[src/logic/fp_pkg.sv]
package fp_pkg;

	// ------------------------------
	// basic pipe and memory types
	// ------------------------------
	typedef logic [31:0] word_t;     // one pipe word
	typedef logic [29:0] addr_t;     // DDR word address
	typedef logic [15:0] op_num_t;   // operation count

	typedef enum logic [2:0] {
		OP_CONV3X3 = 3'd0,
		OP_CONV1X1 = 3'd1,
		OP_MAXPOOL = 3'd2,
		OP_AVEPOOL = 3'd3
	} op_type_t;

	localparam int CMD_WORDS = 4;    // words per command block

	// ------------------------------
	// command block word views
	// ------------------------------
	typedef struct packed {
		op_type_t    op_type;
		logic [12:0] reserved;
		op_num_t     op_num;
	} cmd_header_t;

	typedef struct packed {
		logic [1:0] zero;            // upper bits unused by the address
		addr_t      addr;
	} cmd_addr_t;

	// word 0 of a block is a header, words 1..3 are addresses
	typedef union packed {
		cmd_header_t header;
		cmd_addr_t   addr;
	} cmd_word_u;

	typedef struct packed {
		op_type_t op_type;
		op_num_t  op_num;
		addr_t    data_addr;
		addr_t    weight_addr;
		addr_t    writeback_addr;
	} op_desc_t;                     // 109 bits

endpackage
[src/logic/pipe_in_gate.sv]
`timescale 1ns/1ps

module pipe_in_gate #(
	parameter int BLOCK_WORDS = 128,
	parameter int FIFO_DEPTH  = 1024,
	parameter int HEADROOM    = 20
) (
	input  logic                            okClk,
	input  logic                            rst_n,
	input  logic                            pi_write,
	input  fp_pkg::word_t                   pi_data,
	input  logic [$clog2(FIFO_DEPTH+1)-1:0] fifo_count,
	output logic                            pi_ready,
	output logic                            wr_en,
	output fp_pkg::word_t                   wr_data
);

	localparam int CNT_W     = $clog2(FIFO_DEPTH + 1);
	localparam int BLK_W     = $clog2(BLOCK_WORDS + 1);
	localparam int THRESHOLD = FIFO_DEPTH - HEADROOM - BLOCK_WORDS;

	logic [BLK_W-1:0] blk_cnt;    // words seen in the current block
	logic [CNT_W:0]   level;      // fifo level including a word landing now
	logic             last_word;
	logic             idle;
	logic             room_ok;

	assign level     = fifo_count + (pi_write ? 1'b1 : 1'b0);
	assign room_ok   = (int'(level) <= THRESHOLD);
	assign last_word = pi_write && (blk_cnt == BLK_W'(BLOCK_WORDS - 1));
	assign idle      = !pi_write && (blk_cnt == '0);

	always_ff @(posedge okClk) begin
		if (!rst_n) begin
			blk_cnt  <= '0;
			pi_ready <= 1'b0;
		end else begin
			if (pi_write) begin
				blk_cnt <= last_word ? '0 : blk_cnt + 1'b1;
			end
			// held through a block, re-checked at its end and while idle
			if (last_word || idle) begin
				pi_ready <= room_ok;
			end
		end
	end

	assign wr_en   = pi_write;    // every host write is taken
	assign wr_data = pi_data;

endmodule

[config.mk]
export PLATFORM = sky130hd
export DESIGN_NAME = pipe_in_gate
export DESIGN_NICKNAME = d
export VERILOG_FILES = /design/src/logic/fp_pkg.sv /design/src/logic/pipe_in_gate.sv
export SDC_FILE = /design/constraint.sdc
export NUM_CORES = 1
export LEC_CHECK = 0
export ABC_CLOCK_PERIOD_IN_PS = 4600
export BUFFER_PORTS_ARGS = -buffer_cell sky130_fd_sc_hd__buf_2
export CAP_MARGIN = 40
export CORE_AREA = 2 2 51 53
export DETAILED_ROUTE_END_ITERATION = 6
export DIE_AREA = 0 0 53 55
export GPL_TIMING_DRIVEN = 1
export PLACE_DENSITY = 0.83
export SYNTH_ARGS = -nofsm -noshare
export SYNTH_HDL_FRONTEND = slang
export SYNTH_SLANG_ARGS = --single-unit
[constraint.sdc]
create_clock -name okClk -period 4.6 [get_ports okClk]
set_input_delay 0.46 -clock okClk [delete_from_list [all_inputs] [get_ports okClk]]
set_output_delay 0.46 -clock okClk [all_outputs]
set_load 0.02 [all_outputs]
# Yosys cells after proc, flatten, opt, wreduce, memory -nomap -nowiden
# Cells that the tools add are included.
[classes]
reduce_logical = 5
n_mux = 2
n_addsub = 2
eq_ne = 1
order_cmp = 1
[op_table]
columns = ["operator", "n"]
rows = [
  ["$add A11 B1 Y12", 1],
  ["$le A12 B10 Y1 const B", 1],
  ["$add A8 B1 Y8 const B", 1],
  ["$eq A8 B7 Y1 const B", 1],
  ["$logic_not A8 Y1", 1],
  ["$mux W8", 1],
  ["$logic_and A1 B1 Y1", 2],
  ["$logic_not A1 Y1", 1],
  ["$logic_or A1 B1 Y1", 1],
  ["$mux W1", 1],
]
[totals]
inputBits = 46
output_inout_bits = 34
elab_cells = 13
ff_bits = 9

# Logic depth before layout (Yosys ltp)
# Gate-level depths: netlist (run 1).
[depth]
word_depth = 3
depth_mapped = 7
ltp_nobuf = 7

# Least setup slack after synthesis (run 1)
# OpenSTA, ideal clock, no wires.
[synth_path]
path_type = "input to register"
startpoint = "input port pi_write"
endpoint = "register pi_ready"
stages = 7
path_buffers = 0
required_time_ps = 4473
arrival_time_ps = 1916
slack_ps = 2557
path_cell_list = "ha_1 > ha_1 > and2_1 > o31a_1 > o32a_1 > a221oi_1 > o22ai_1"
[synth_between]
elab_chain_len = 3
[synth_lines]
columns = ["item", "line_no", "source"]
rows = [
  ["start: declaration", "pipe_in_gate.sv:10", "input logic pi_write,"],
  ["$mux W1 or $logic_not A1 Y1 (tied branches)", "pipe_in_gate.sv:28, pipe_in_gate.sv:31", ""],
  ["$add A11 B1 Y12 or $logic_and A1 B1 Y1 (tied branches)", "pipe_in_gate.sv:28, pipe_in_gate.sv:31", ""],
  ["$le A12 B10 Y1 or $logic_or A1 B1 Y1 (tied branches)", "pipe_in_gate.sv:29, pipe_in_gate.sv:42", ""],
  ["end signal: assignment", "pipe_in_gate.sv:43", "pi_ready <= room_ok;"],
  ["end: declaration", "pipe_in_gate.sv:13", "output logic pi_ready,"],
]
# Parallel ways exist; a longest one is shown, timed or not.
# A chain may end at the register's enable or synchronous reset.

# Worst setup path after layout (run 1)
# Ends and elaborated chain as after synthesis.

==> results.sh, run 1 <==
export IMPL_numClockSinks=9
export IMPL_global_route_wire_length_before_repair_um=2994
export IMPL_finish_utilization=0.3492
export IMPL_ys_ff_latch=9
export IMPL_finalSetupTns_ns=0
export IMPL_hold_class="reg -> reg"
export IMPL_timing_critical_path_buf_inv=1
export IMPL_floorplan_io_pins=80
export IMPL_htree_levels=1
export IMPL_hold_violations=0
export IMPL_max_incr_delay_on_cp_ns=0.37
export IMPL_post_drt_wl_per_cell_um=15.26
export IMPL_synth_commonest_cells="sky130_fd_sc_hd__buf_4, sky130_fd_sc_hd__nor2_1, sky130_fd_sc_hd__dfxtp_1"
export IMPL_synth_nets=167
export IMPL_fin_worst_hold_slack_ns=0.5025
export IMPL_final_min_clock_period_ns=2.168
export IMPL_synth_top_flop_cell="sky130_fd_sc_hd__dfxtp_1"
export IMPL_setup_ws_ns=2.432
export IMPL_cts_made_buffers=3
export IMPL_cts_tree="built"
export IMPL_worst_setup_hold_path_clk_slew_ns=0.06
export IMPL_synth_edf_count=0
export IMPL_rsz0062_at_grt="no"
export IMPL_first_global_vias=638
export IMPL_vdd_ir_drop_max_uv=125.5
export IMPL_power_per_cell_area_mw_per_mm2=221.8
export IMPL_grt_util_all_layers=0.1411
export IMPL_drc=0
export IMPL_power_sequential_fraction=0.451
export IMPL_worst_pin_slew_ns=0.4812
export IMPL_relSlewSlack=0.6709
export IMPL_leading_cell_type_by_number_of_instances_after_synthesis="sky130_fd_sc_hd__buf_4"
export IMPL_comb_power_share=0.201
export IMPL_areaGrowthSynthToFinish_pct=-12.00
export IMPL_chipHeight_um=55
export IMPL_cts_hold_repair_buffers=0
export IMPL_ctsResizeCount=0
export IMPL_timing_final_crit_share=0.4713
export IMPL_place_worst_setup_slack_ns=2.179
export IMPL_routed_wirelength_um=2014
export IMPL_yosysUniqueCellTypes=36
export IMPL_final_nets=153
export IMPL_max_clock_path_buffers=2
export IMPL_place_congestion=0.7508
export IMPL_post_dp_hpwl_um=1609
export IMPL_yosysSeqAreaShare=0.1920
export IMPL_cts_root_buffer_cell="sky130_fd_sc_hd__clkbuf_4"
export IMPL_largest_net_degree_at_the_start_of_global_routing=10
export IMPL_syn_area_um2=938.4
export IMPL_drt_pre_antenna_iters=4
export IMPL_synth_warnings=0
export IMPL_timing_hold_worst_path_depth=2
export IMPL_buffer_ports_inserted=15
export IMPL_timing_critical_path_depth=8
export IMPL_timing_max_transition_violations_final=0
export IMPL_critPathMaxFanout=9
export IMPL_run_status="completed"
export IMPL_power_share_clock=0.348
export IMPL_internal_power_mw=0.1311
export IMPL_crit_type="in -> reg"
export IMPL_worstPathArrival_ns=2.31
export IMPL_synth_async_reset_ratio=0
export IMPL_core_area_mm2=0.002365
export IMPL_worstSetupEndpointType="flip-flop"
export IMPL_clk_latency_ns=0.27
export IMPL_netlist_instances=117
export IMPL_grt_remaining_overflow=0
export IMPL_design_die_area_mm2=0.002915
export IMPL_fmax_mhz=461.3
export IMPL_crit_path_top_delay_cell="sky130_fd_sc_hd__nor4_1"
export IMPL_netlist_top_cell_by_area="sky130_fd_sc_hd__buf_4"
export IMPL_worst_path_dominant_cell_family="compound AO/OA/AOI/OAI gates"
export IMPL_finalSetupViolCount=0
export IMPL_leakage_nw=0.3205
export IMPL_path_common_cell="sky130_fd_sc_hd__ha_1"
export IMPL_post_route_cells_drive_above_1_share=0.2255
export IMPL_number_of_antenna_violations_at_the_first_check_in_global_routing=0
export IMPL_yosysTopAreaCellShare=0.2640
export IMPL_antennaDiodeCount=0
export IMPL_maxCapViolations=0
export IMPL_critical_path_startpoint_type="primary input"
export IMPL_synth_area_per_cell_um2=8.021
export IMPL_switchingPower_mw=0.05203
export IMPL_ff_to_ff_path_depth=6
export IMPL_floorplan_initialDensity=0.3968
export IMPL_drt_vias_per_instance=5.432
export IMPL_post_synth_main_area_contributors="sky130_fd_sc_hd__buf_4, sky130_fd_sc_hd__dfxtp_1, sky130_fd_sc_hd__ha_1"
export IMPL_sw_frac_of_total=0.2841
export IMPL_rows=18
export IMPL_detailroute_via_count=717
export IMPL_final_setup_skew_ns=0.0004806
export IMPL_drt_iter0_markers=19
export IMPL_crit_path_cell_chain="buf_2, ha_1, ha_1, and2_1, nor4_1, a2111oi_0, a221oi_1, o22ai_1"
export IMPL_die_width_um=53
export IMPL_postCtsSetupBuffers=0
export IMPL_worst_ep_required_time_ns=4.75
export IMPL_detail_route_antenna_nets=0
==> per-stage QoR <==
stage	power, mW	cell area [um2]	std cells
after floorplan	0.1472	938.4	117
after global placement	0.1190	799.5	128
after detailed placement	0.1207	799.5	128
after CTS	0.1844	825.8	132
after global routing	0.1914	825.8	132
final	0.1831	825.8	132
==> routing by layer <==
layer,vias up,track usage,wire length [um]
met4,0,0.1154,123
met5,-,0,0
met3,18,0.02419,176
met2,38,0.2333,925
met1,317,0.1605,789
li1,344,-,-
==> tightest hold or removal path, delay by kind of cell, from the launching register on <==
| family | cells | cell delay [ns] |
|---|---|---|
| AND/OR/NAND/NOR | 1 | 0.06 |
| AO/OA/AOI/OAI | 1 | 0.07 |
| flip-flops | 1 | 0.32 |
==> path summary, 6_finish.rpt <==
path                            slack (ns)  startpoint       end
worst max-delay path                  2.43    pi_write  pi_ready
worst max register to register        3.13  blk_cnt[0]  pi_ready
worst min register to register        0.50    pi_ready  pi_ready
worst min-delay path                  0.50    pi_ready  pi_ready
==> flip-flops by register name, indices dropped and copies added, names as in the netlist <==
| name | flops |
|---|---|
| pi_ready | 1 |
| blk_cnt | 8 |
==> cells by family (layout without fill, tap and decap cells) <==
family	count (synthesis)	in the layout	synth area share
compound gates	11	11	0.09335
xor+xnor	6	6	0.05601
fa+ha+maj	4	4	0.05334
buf+inv	37	22	0.2800
flops	9	9	0.1920
mux	4	4	0.04800
simple gates	46	46	0.2773
==> power groups by stage <==
stage | clock (mW) | sequential (mW) | combinational (mW)
2_1_floorplan | 0 | 0.0845 | 0.0627
3_3_place_gp | 0 | 0.0840 | 0.0350
3_5_place_dp | 0 | 0.0844 | 0.0363
4_1_cts | 0.0653 | 0.0826 | 0.0366
5_1_grt | 0.0677 | 0.0828 | 0.0409
6_report | 0.0638 | 0.0826 | 0.0367
==> layout by cell type, fill, tap and decap left out, types with 2 or more instances in the layout <==
master,netlist,final
sky130_fd_sc_hd__and2_1,3,3
sky130_fd_sc_hd__buf_2,0,15
sky130_fd_sc_hd__clkbuf_4,0,3
sky130_fd_sc_hd__dfxtp_1,9,9
sky130_fd_sc_hd__ha_1,4,4
sky130_fd_sc_hd__inv_1,3,3
sky130_fd_sc_hd__mux2i_1,3,3
sky130_fd_sc_hd__nand2_1,6,6
sky130_fd_sc_hd__nand2b_1,3,3
sky130_fd_sc_hd__nand3_1,3,3
sky130_fd_sc_hd__nand4_1,5,5
sky130_fd_sc_hd__nor2_1,12,12
sky130_fd_sc_hd__nor2b_1,2,2
sky130_fd_sc_hd__nor3_1,2,2
sky130_fd_sc_hd__nor4_1,3,3
sky130_fd_sc_hd__xnor2_1,3,3
sky130_fd_sc_hd__xor2_1,3,3
==> cell type report <==
| cell class | count | area (um2) |
|---|---|---|
| Sequential cell | 9 | 180.2 |
| Timing Repair Buffer | 15 | 75.07 |
| Inverter | 3 | 11.26 |
| Multi-Input combinational cell | 71 | 495.5 |
| Fill cell | 253 | 1539 |
| Tap cell | 30 | 37.54 |
| Clock buffer | 4 | 26.28 |
Power figures use the tool's default switching activity.
==> run 2, diff against run 1 <==
==> config.mk (replaced) <==
export PLATFORM = sky130hd
export DESIGN_NAME = pipe_in_gate
export DESIGN_NICKNAME = d
export VERILOG_FILES = /design/src/logic/fp_pkg.sv /design/src/logic/pipe_in_gate.sv
export SDC_FILE = /design/constraint.sdc
export NUM_CORES = 1
export LEC_CHECK = 0
export ABC_CLOCK_PERIOD_IN_PS = 2000
export BUFFER_PORTS_ARGS = -buffer_cell sky130_fd_sc_hd__buf_2
export CAP_MARGIN = 40
export CORE_AREA = 2 2 53 55
export DETAILED_ROUTE_END_ITERATION = 6
export DIE_AREA = 0 0 55 57
export GPL_TIMING_DRIVEN = 1
export PLACE_DENSITY = 0.78
export SYNTH_ARGS = -nofsm -noshare
export SYNTH_HDL_FRONTEND = slang
export SYNTH_SLANG_ARGS = --single-unit
==> constraint.sdc (replaced) <==
create_clock -name okClk -period 2 [get_ports okClk]
set_input_delay 0.2 -clock okClk [delete_from_list [all_inputs] [get_ports okClk]]
set_output_delay 0.2 -clock okClk [all_outputs]
set_load 0.02 [all_outputs]
==> run 2 against run 1 <==
Compared with the run above: first-iteration DRC count is 84% higher; combinational power is 140% higher; wire length is 7.8% lower; total power is 130% higher; worst setup slack worse by 2.1 ns.
==> results.sh, run 2 (synthesis results as in run 1) <==
export IMPL_routed_wirelength_um=1856
export IMPL_post_dp_hpwl_um=1436
export IMPL_design_die_area_mm2=0.003135
export IMPL_run_status="completed"
export IMPL_worstSetupEndpointType="flip-flop"
export IMPL_worst_ep_required_time_ns=2.15
export IMPL_antennaDiodeCount=0
export IMPL_buffer_ports_inserted=15
export IMPL_rsz0062_at_grt="no"
export IMPL_worstPathArrival_ns=1.81
export IMPL_grt_remaining_overflow=0
export IMPL_timing_rr_start="blk_cnt[0]"
export IMPL_cts_hold_repair_buffers=0
export IMPL_floorplan_io_pins=80
export IMPL_hold_violations=0
export IMPL_clk_latency_ns=0.27
export IMPL_final_nets=156
export IMPL_final_min_clock_period_ns=1.660
export IMPL_vdd_ir_drop_max_uv=216.6
export IMPL_largest_register="blk_cnt"
export IMPL_post_drt_wl_per_cell_um=13.65
export IMPL_relSlewSlack=0.7636
export IMPL_worst_setup_slack_for_register_to_register_paths_ns=0.58
export IMPL_worst_setup_hold_path_clk_slew_ns=0.06
export IMPL_timing_hold_worst_path_depth=2
export IMPL_rows=19
export IMPL_most_common_layout_cells="sky130_fd_sc_hd__buf_2, sky130_fd_sc_hd__nor2_1, sky130_fd_sc_hd__dfxtp_1"
export IMPL_ff_to_ff_path_depth=6
export IMPL_numClockSinks=9
export IMPL_layout_commonest_cell="sky130_fd_sc_hd__buf_2"
export IMPL_min_delay_worst_endpoint="blk_cnt[2]"
export IMPL_fmax_mhz=602.3
export IMPL_hold_class="in -> reg"
export IMPL_chipHeight_um=57
export IMPL_fill_cell_total_of_the_finished_layout=277
export IMPL_crit_reg_reg_endpoint="pi_ready"
export IMPL_htree_levels=1
export IMPL_worst_pin_slew_ns=0.3457
export IMPL_cts_tree="built"
export IMPL_fin_worst_hold_slack_ns=0.2313
export IMPL_largest_net_degree_at_the_start_of_global_routing=9
export IMPL_core_area_mm2=0.002615
export IMPL_timing_final_crit_share=0.8302
export IMPL_drc=0
export IMPL_critPathMaxFanout=3
export IMPL_hp_start="rst_n"
export IMPL_cts_root_buffer_cell="sky130_fd_sc_hd__clkbuf_4"
export IMPL_grt_util_all_layers=0.1226
export IMPL_drt_vias_per_instance=5.515
export IMPL_die_width_um=55
export IMPL_areaGrowthSynthToFinish_pct=-9.467
export IMPL_leakage_nw=0.3358
export IMPL_finalSetupViolCount=0
export IMPL_maxCapViolations=0
export IMPL_detailroute_via_count=750
export IMPL_largest_register_ff_count=8
export IMPL_cts_made_buffers=3
export IMPL_detail_route_antenna_nets=0
export IMPL_crit_type="in -> reg"
export IMPL_leading_registers_by_flop_count="blk_cnt: 8 flops, pi_ready: 1 flops"
export IMPL_postCtsSetupBuffers=0
export IMPL_max_clock_path_buffers=2
export IMPL_global_route_wire_length_before_repair_um=2849
export IMPL_finalSetupTns_ns=0
export IMPL_timing_max_transition_violations_final=0
export IMPL_drt_pre_antenna_iters=5
export IMPL_place_congestion=0.8856
export IMPL_final_setup_skew_ns=0.002693
export IMPL_ctsResizeCount=0
export IMPL_power_per_cell_area_mw_per_mm2=499.0
export IMPL_drt_iter0_markers=35
export IMPL_floorplan_initialDensity=0.3589
export IMPL_critical_path_startpoint_type="primary input"
export IMPL_number_of_antenna_violations_at_the_first_check_in_global_routing=0
export IMPL_first_global_vias=686
export IMPL_fin_cells=136
export IMPL_dp_cells=132
export IMPL_post_route_cells_drive_above_1_share=0.2476
run 2: changes by cell type in the layout (fill, tap and decap cells not counted), sizes merged:
cell | before | now
buf | 15 | 18
run 2: per-layer routing:
layer / global-route usage / vias up / wire length (um)
met5: 0 / - / 0
met4: 0.09408 / 0 / 99
met3: 0.04188 / 17 / 230
met2: 0.1888 / 48 / 837
met1: 0.1336 / 335 / 689
li1: - / 350 / -
run 2: area by class of cell:
| cell class | instances | area (um2) | share of cell area |
|---|---|---|---|
| multi-input combinational | 71 | 495.5 | 0.5832 |
| tap | 31 | 38.79 | 0.04566 |
| inverter | 3 | 11.26 | 0.01325 |
| clock buffer | 4 | 26.28 | 0.03093 |
| sequential | 9 | 180.2 | 0.2121 |
| timing repair buffer | 18 | 97.59 | 0.1149 |
run 2: worst max-delay path by stage:
stage	slack (ns)	to	startpoint	cells past startpoint
floorplan	0.22	pi_ready	pi_write	7
global placement	0.10	pi_ready	pi_write	8
detailed placement	0.04	pi_ready	pi_write	8
CTS	0.35	pi_ready	pi_write	8
global route	0.20	pi_ready	pi_write	8
finish	0.34	pi_ready	pi_write	8
run 2: critical path, stage by stage:
cell and delay [ns]:
sky130_fd_sc_hd__buf_2 0.11, sky130_fd_sc_hd__ha_1 0.20, sky130_fd_sc_hd__ha_1 0.19, sky130_fd_sc_hd__and2_1 0.18, sky130_fd_sc_hd__nor4_1 0.36, sky130_fd_sc_hd__a2111oi_0 0.16
sky130_fd_sc_hd__a221oi_1 0.29, sky130_fd_sc_hd__o22ai_1 0.12
run 2: stage by stage:
| stage | power, mW | utilization | setup WS [ns] | area, um2 |
|---|---|---|---|---|
| 6_report | 0.4240 | 0.3249 | 0.3396 | 849.6 |
| 5_1_grt | 0.4531 | 0.3249 | 0.1958 | 849.6 |
| 4_1_cts | 0.4301 | 0.3249 | 0.3460 | 849.6 |
| 3_5_place_dp | 0.2820 | 0.3148 | 0.04339 | 823.3 |
| 3_3_place_gp | 0.2778 | 0.3148 | 0.1022 | 823.3 |
| 2_1_floorplan | 0.3386 | - | 0.2175 | 938.4 |
run 2: report_power, final:
group          leakage, nW  total [mW]  internal [mW]  switching (mW)
Clock               0.0150       0.145         0.0772          0.0680
Sequential          0.0730       0.190          0.184         0.00514
Combinational        0.248      0.0891         0.0427          0.0464
Total                0.336       0.424          0.304           0.120
==> run 3, diff against run 2 <==
==> config.mk (replaced) <==
export PLATFORM = sky130hd
export DESIGN_NAME = pipe_in_gate
export DESIGN_NICKNAME = d
export VERILOG_FILES = /design/src/logic/fp_pkg.sv /design/src/logic/pipe_in_gate.sv
export SDC_FILE = /design/constraint.sdc
export NUM_CORES = 1
export LEC_CHECK = 0
export ABC_AREA = 1
export ABC_CLOCK_PERIOD_IN_PS = 1700
export BUFFER_PORTS_ARGS = -buffer_cell sky130_fd_sc_hd__buf_2
export CAP_MARGIN = 40
export CORE_AREA = 2 2 54 56
export DETAILED_ROUTE_END_ITERATION = 6
export DIE_AREA = 0 0 56 58
export GPL_TIMING_DRIVEN = 1
export PLACE_DENSITY = 0.77
export SYNTH_ARGS = -nofsm -noshare
export SYNTH_HDL_FRONTEND = slang
export SYNTH_SLANG_ARGS = --single-unit
==> constraint.sdc (replaced) <==
create_clock -name okClk -period 1.7 [get_ports okClk]
set_input_delay 0.17 -clock okClk [delete_from_list [all_inputs] [get_ports okClk]]
set_output_delay 0.17 -clock okClk [all_outputs]
set_load 0.02 [all_outputs]
==> run 3 against run 2 <==
Compared with the run above: sequential cell count did not move; register-to-register slack got worse by 0.30 ns; wire length fell by 14%; die area rose by 3.6%; synthesized cell count rose by 26%; area after synthesis rose by 4.8%; global-route usage fell by 1.2 points; via count rose by 1.3%; critical path type is now reg -> reg.
==> results.sh, run 3 <==
export IMPL_run_status="completed"
export IMPL_netlist_top_cell_by_area="sky130_fd_sc_hd__buf_4"
export IMPL_final_min_clock_period_ns=1.418
export IMPL_numClockSinks=9
export IMPL_critPathMaxFanout=3
export IMPL_timing_critical_path_depth=10
export IMPL_drt_pre_antenna_iters=4
export IMPL_dp_cells=163
export IMPL_drt_vias_per_instance=4.551
export IMPL_hp_start="rst_n"
export IMPL_largest_net_degree_at_the_start_of_global_routing=8
export IMPL_ctsResizeCount=0
export IMPL_hold_class="in -> reg"
export IMPL_grt_use_met2=0.1849
export IMPL_synth_commonest_cells="sky130_fd_sc_hd__buf_4, sky130_fd_sc_hd__nand2_1, sky130_fd_sc_hd__inv_1"
export IMPL_grt_remaining_overflow=0
export IMPL_layout_commonest_cell="sky130_fd_sc_hd__nand2_1"
export IMPL_place_congestion=0.7853
export IMPL_grt_util_all_layers=0.1107
export IMPL_routed_wirelength_um=1597
export IMPL_core_area_mm2=0.002663
export IMPL_critical_path_startpoint_type="flip-flop"
export IMPL_worstPathArrival_ns=1.56
export IMPL_crit_path_cell_chain="ha_1, nand2_2, nor2_4, nand2_2, nor2_4, nand3_2, nor2_1, nor2_1, o21ai_0, a21oi_1"
export IMPL_leading_registers_by_flop_count="blk_cnt: 8 flops, pi_ready: 1 flops"
export IMPL_largest_register="blk_cnt"
export IMPL_post_dp_hpwl_um=1302
export IMPL_post_drt_wl_per_cell_um=9.563
export IMPL_netlist_instances=148
export IMPL_timing_critical_path_buf_inv=0
export IMPL_max_incr_delay_on_cp_ns=0.35
export IMPL_hold_violations=0
export IMPL_yosysTopAreaCellShare=0.2519
export IMPL_buffer_ports_inserted=15
export IMPL_relSlewSlack=0.8222
export IMPL_post_synth_main_area_contributors="sky130_fd_sc_hd__buf_4, sky130_fd_sc_hd__dfxtp_1, sky130_fd_sc_hd__nand2_1"
export IMPL_worst_setup_hold_path_clk_slew_ns=0.06
export IMPL_synth_area_per_cell_um2=6.645
export IMPL_global_route_usage_met1=0.1230
export IMPL_worst_path_dominant_cell_family="simple AND/OR/NAND/NOR gates"
export IMPL_vdd_ir_drop_max_uv=278.4
export IMPL_chipHeight_um=58
export IMPL_antennaDiodeCount=0
export IMPL_met3_usage=0.03571
export IMPL_syn_area_um2=983.4
export IMPL_cts_made_buffers=3
export IMPL_synth_nets=198
export IMPL_finalSetupViolCount=0
export IMPL_clk_latency_ns=0.26
export IMPL_synth_edf_count=0
export IMPL_timing_rr_start="blk_cnt[1]"
export IMPL_yosysSeqAreaShare=0.1832
export IMPL_rsz0062_at_grt="no"
export IMPL_power_per_cell_area_mw_per_mm2=558.9
export IMPL_ys_ff_latch=9
export IMPL_maxCapViolations=0
export IMPL_synth_async_reset_ratio=0
export IMPL_floorplan_initialDensity=0.3694
export IMPL_yosysUniqueCellTypes=25
export IMPL_final_nets=187
export IMPL_grt_busiest_layer="met2"
export IMPL_p_total_mw=0.4979
export IMPL_detailroute_via_count=760
export IMPL_die_width_um=56
export IMPL_crit_type="reg -> reg"
export IMPL_most_common_layout_cells="sky130_fd_sc_hd__nand2_1, sky130_fd_sc_hd__inv_1, sky130_fd_sc_hd__buf_2"
export IMPL_timing_final_crit_share=0.8342
export IMPL_finalSetupTns_ns=0
export IMPL_fmax_mhz=705.1
export IMPL_design_die_area_mm2=0.003248
export IMPL_worst_setup_path_startpoint="blk_cnt[1]"
export IMPL_leakage_nw=0.4168
export IMPL_setup_worst_path_end="blk_cnt[3]"
export IMPL_drc=0
export IMPL_rows=19
export IMPL_cts_root_buffer_cell="sky130_fd_sc_hd__clkbuf_4"
export IMPL_final_setup_skew_ns=0.001145
export IMPL_postCtsSetupBuffers=0
export IMPL_synth_top_flop_cell="sky130_fd_sc_hd__dfxtp_1"
export IMPL_fin_cells=167
export IMPL_post_route_cells_drive_above_1_share=0.2500
export IMPL_cts_tree="built"
export IMPL_global_route_wire_length_before_repair_um=2925
export IMPL_worstSetupEndpointType="flip-flop"
export IMPL_htree_levels=1
export IMPL_timing_max_transition_violations_final=0
export IMPL_worst_pin_slew_ns=0.2642
export IMPL_detail_route_antenna_nets=0
export IMPL_leading_cell_type_by_number_of_instances_after_synthesis="sky130_fd_sc_hd__buf_4"
export IMPL_max_clock_path_buffers=2
export IMPL_ff_to_ff_path_depth=10
export IMPL_areaGrowthSynthToFinish_pct=-9.415
export IMPL_first_global_vias=748
export IMPL_number_of_antenna_violations_at_the_first_check_in_global_routing=0
export IMPL_synth_warnings=0
export IMPL_worst_ep_required_time_ns=1.84
export IMPL_drt_iter0_markers=10
export IMPL_worst_setup_slack_for_register_to_register_paths_ns=0.28
export IMPL_floorplan_io_pins=80
export IMPL_largest_register_ff_count=8
export IMPL_crit_path_top_delay_cell="sky130_fd_sc_hd__dfxtp_1"
export IMPL_cts_hold_repair_buffers=0
export IMPL_crit_reg_reg_endpoint="blk_cnt[3]"
==> run 3: changes by cell type after synthesis, sizes merged, moves of 2 or more <==
cell and change:
a21oi +6, and2 -4, inv +16, mux2i -3, nand2 +24, nand2b -3
nand3 +7, nand4 -2, nor2 +4, nor2b -2, o21ai +6, xnor2 -2
xor2 -2
==> run 3: worst min-delay path, delay by kind of cell <==
family,cells,cell delay [ns]
buffers and inverters,1,0.12
AND/OR/NAND/NOR,1,0.06
AO/OA/AOI/OAI,1,0.04
==> run 3: worst min path at each step <==
stage	end	slack (ns)	depth (start not counted)
2_1_floorplan	blk_cnt[0]	0.27	1
3_3_place_gp	wr_data[14]	0.34	0
3_5_place_dp	wr_data[14]	0.34	0
4_1_cts	blk_cnt[6]	0.17	3
5_1_grt	blk_cnt[1]	0.19	3
6_report	blk_cnt[6]	0.17	3
==> run 3: kinds of logic (layout without fill, tap and decap cells) <==
family	Yosys count	in the layout	share of synthesized area
XOR/XNOR	2	2	0.01781
adder cells (fa/ha/maj)	4	4	0.05089
flip-flops	9	9	0.1832
AO/OA/AOI/OAI	15	15	0.08524
AND/OR/NAND/NOR	65	65	0.3346
buffers and inverters	53	41	0.3282
==> run 3: layout make-up <==
| cell class | count | area (um2) |
|---|---|---|
| Clock buffer | 4 | 26.28 |
| Tap cell | 31 | 38.79 |
| Timing Repair Buffer | 17 | 90.09 |
| Multi-Input combinational cell | 86 | 480.5 |
| Sequential cell | 9 | 180.2 |
| Fill cell | 311 | 1772 |
| Inverter | 20 | 75.07 |
==> run 3: report_power, final <==
part / internal [mW] / switching [mW]
logic: 0.0428 / 0.0639
clock network: 0.0907 / 0.0782
registers: 0.218 / 0.00434
==> run 3: through the flow <==
stage                     hold slack [ns]    util  cell area [um2]  worst slack [ns]
after floorplan                    0.2729       -            983.4            0.2607
after global placement             0.3401  0.3247            864.6            0.1831
after detailed placement           0.3401  0.3247            864.6            0.1293
after CTS                          0.1700  0.3346            890.9            0.2650
after global routing               0.1884  0.3346            890.9            0.1205
final                              0.1694  0.3346            890.9            0.2819
==> run 3: routing by layer <==
layer / share of wire / vias up / wire length, um
met5: 0 / - / 0
met4: 0.034 / 0 / 54
met3: 0.083 / 8 / 132
met2: 0.46 / 14 / 735
met1: 0.42 / 320 / 675
li1: - / 418 / -
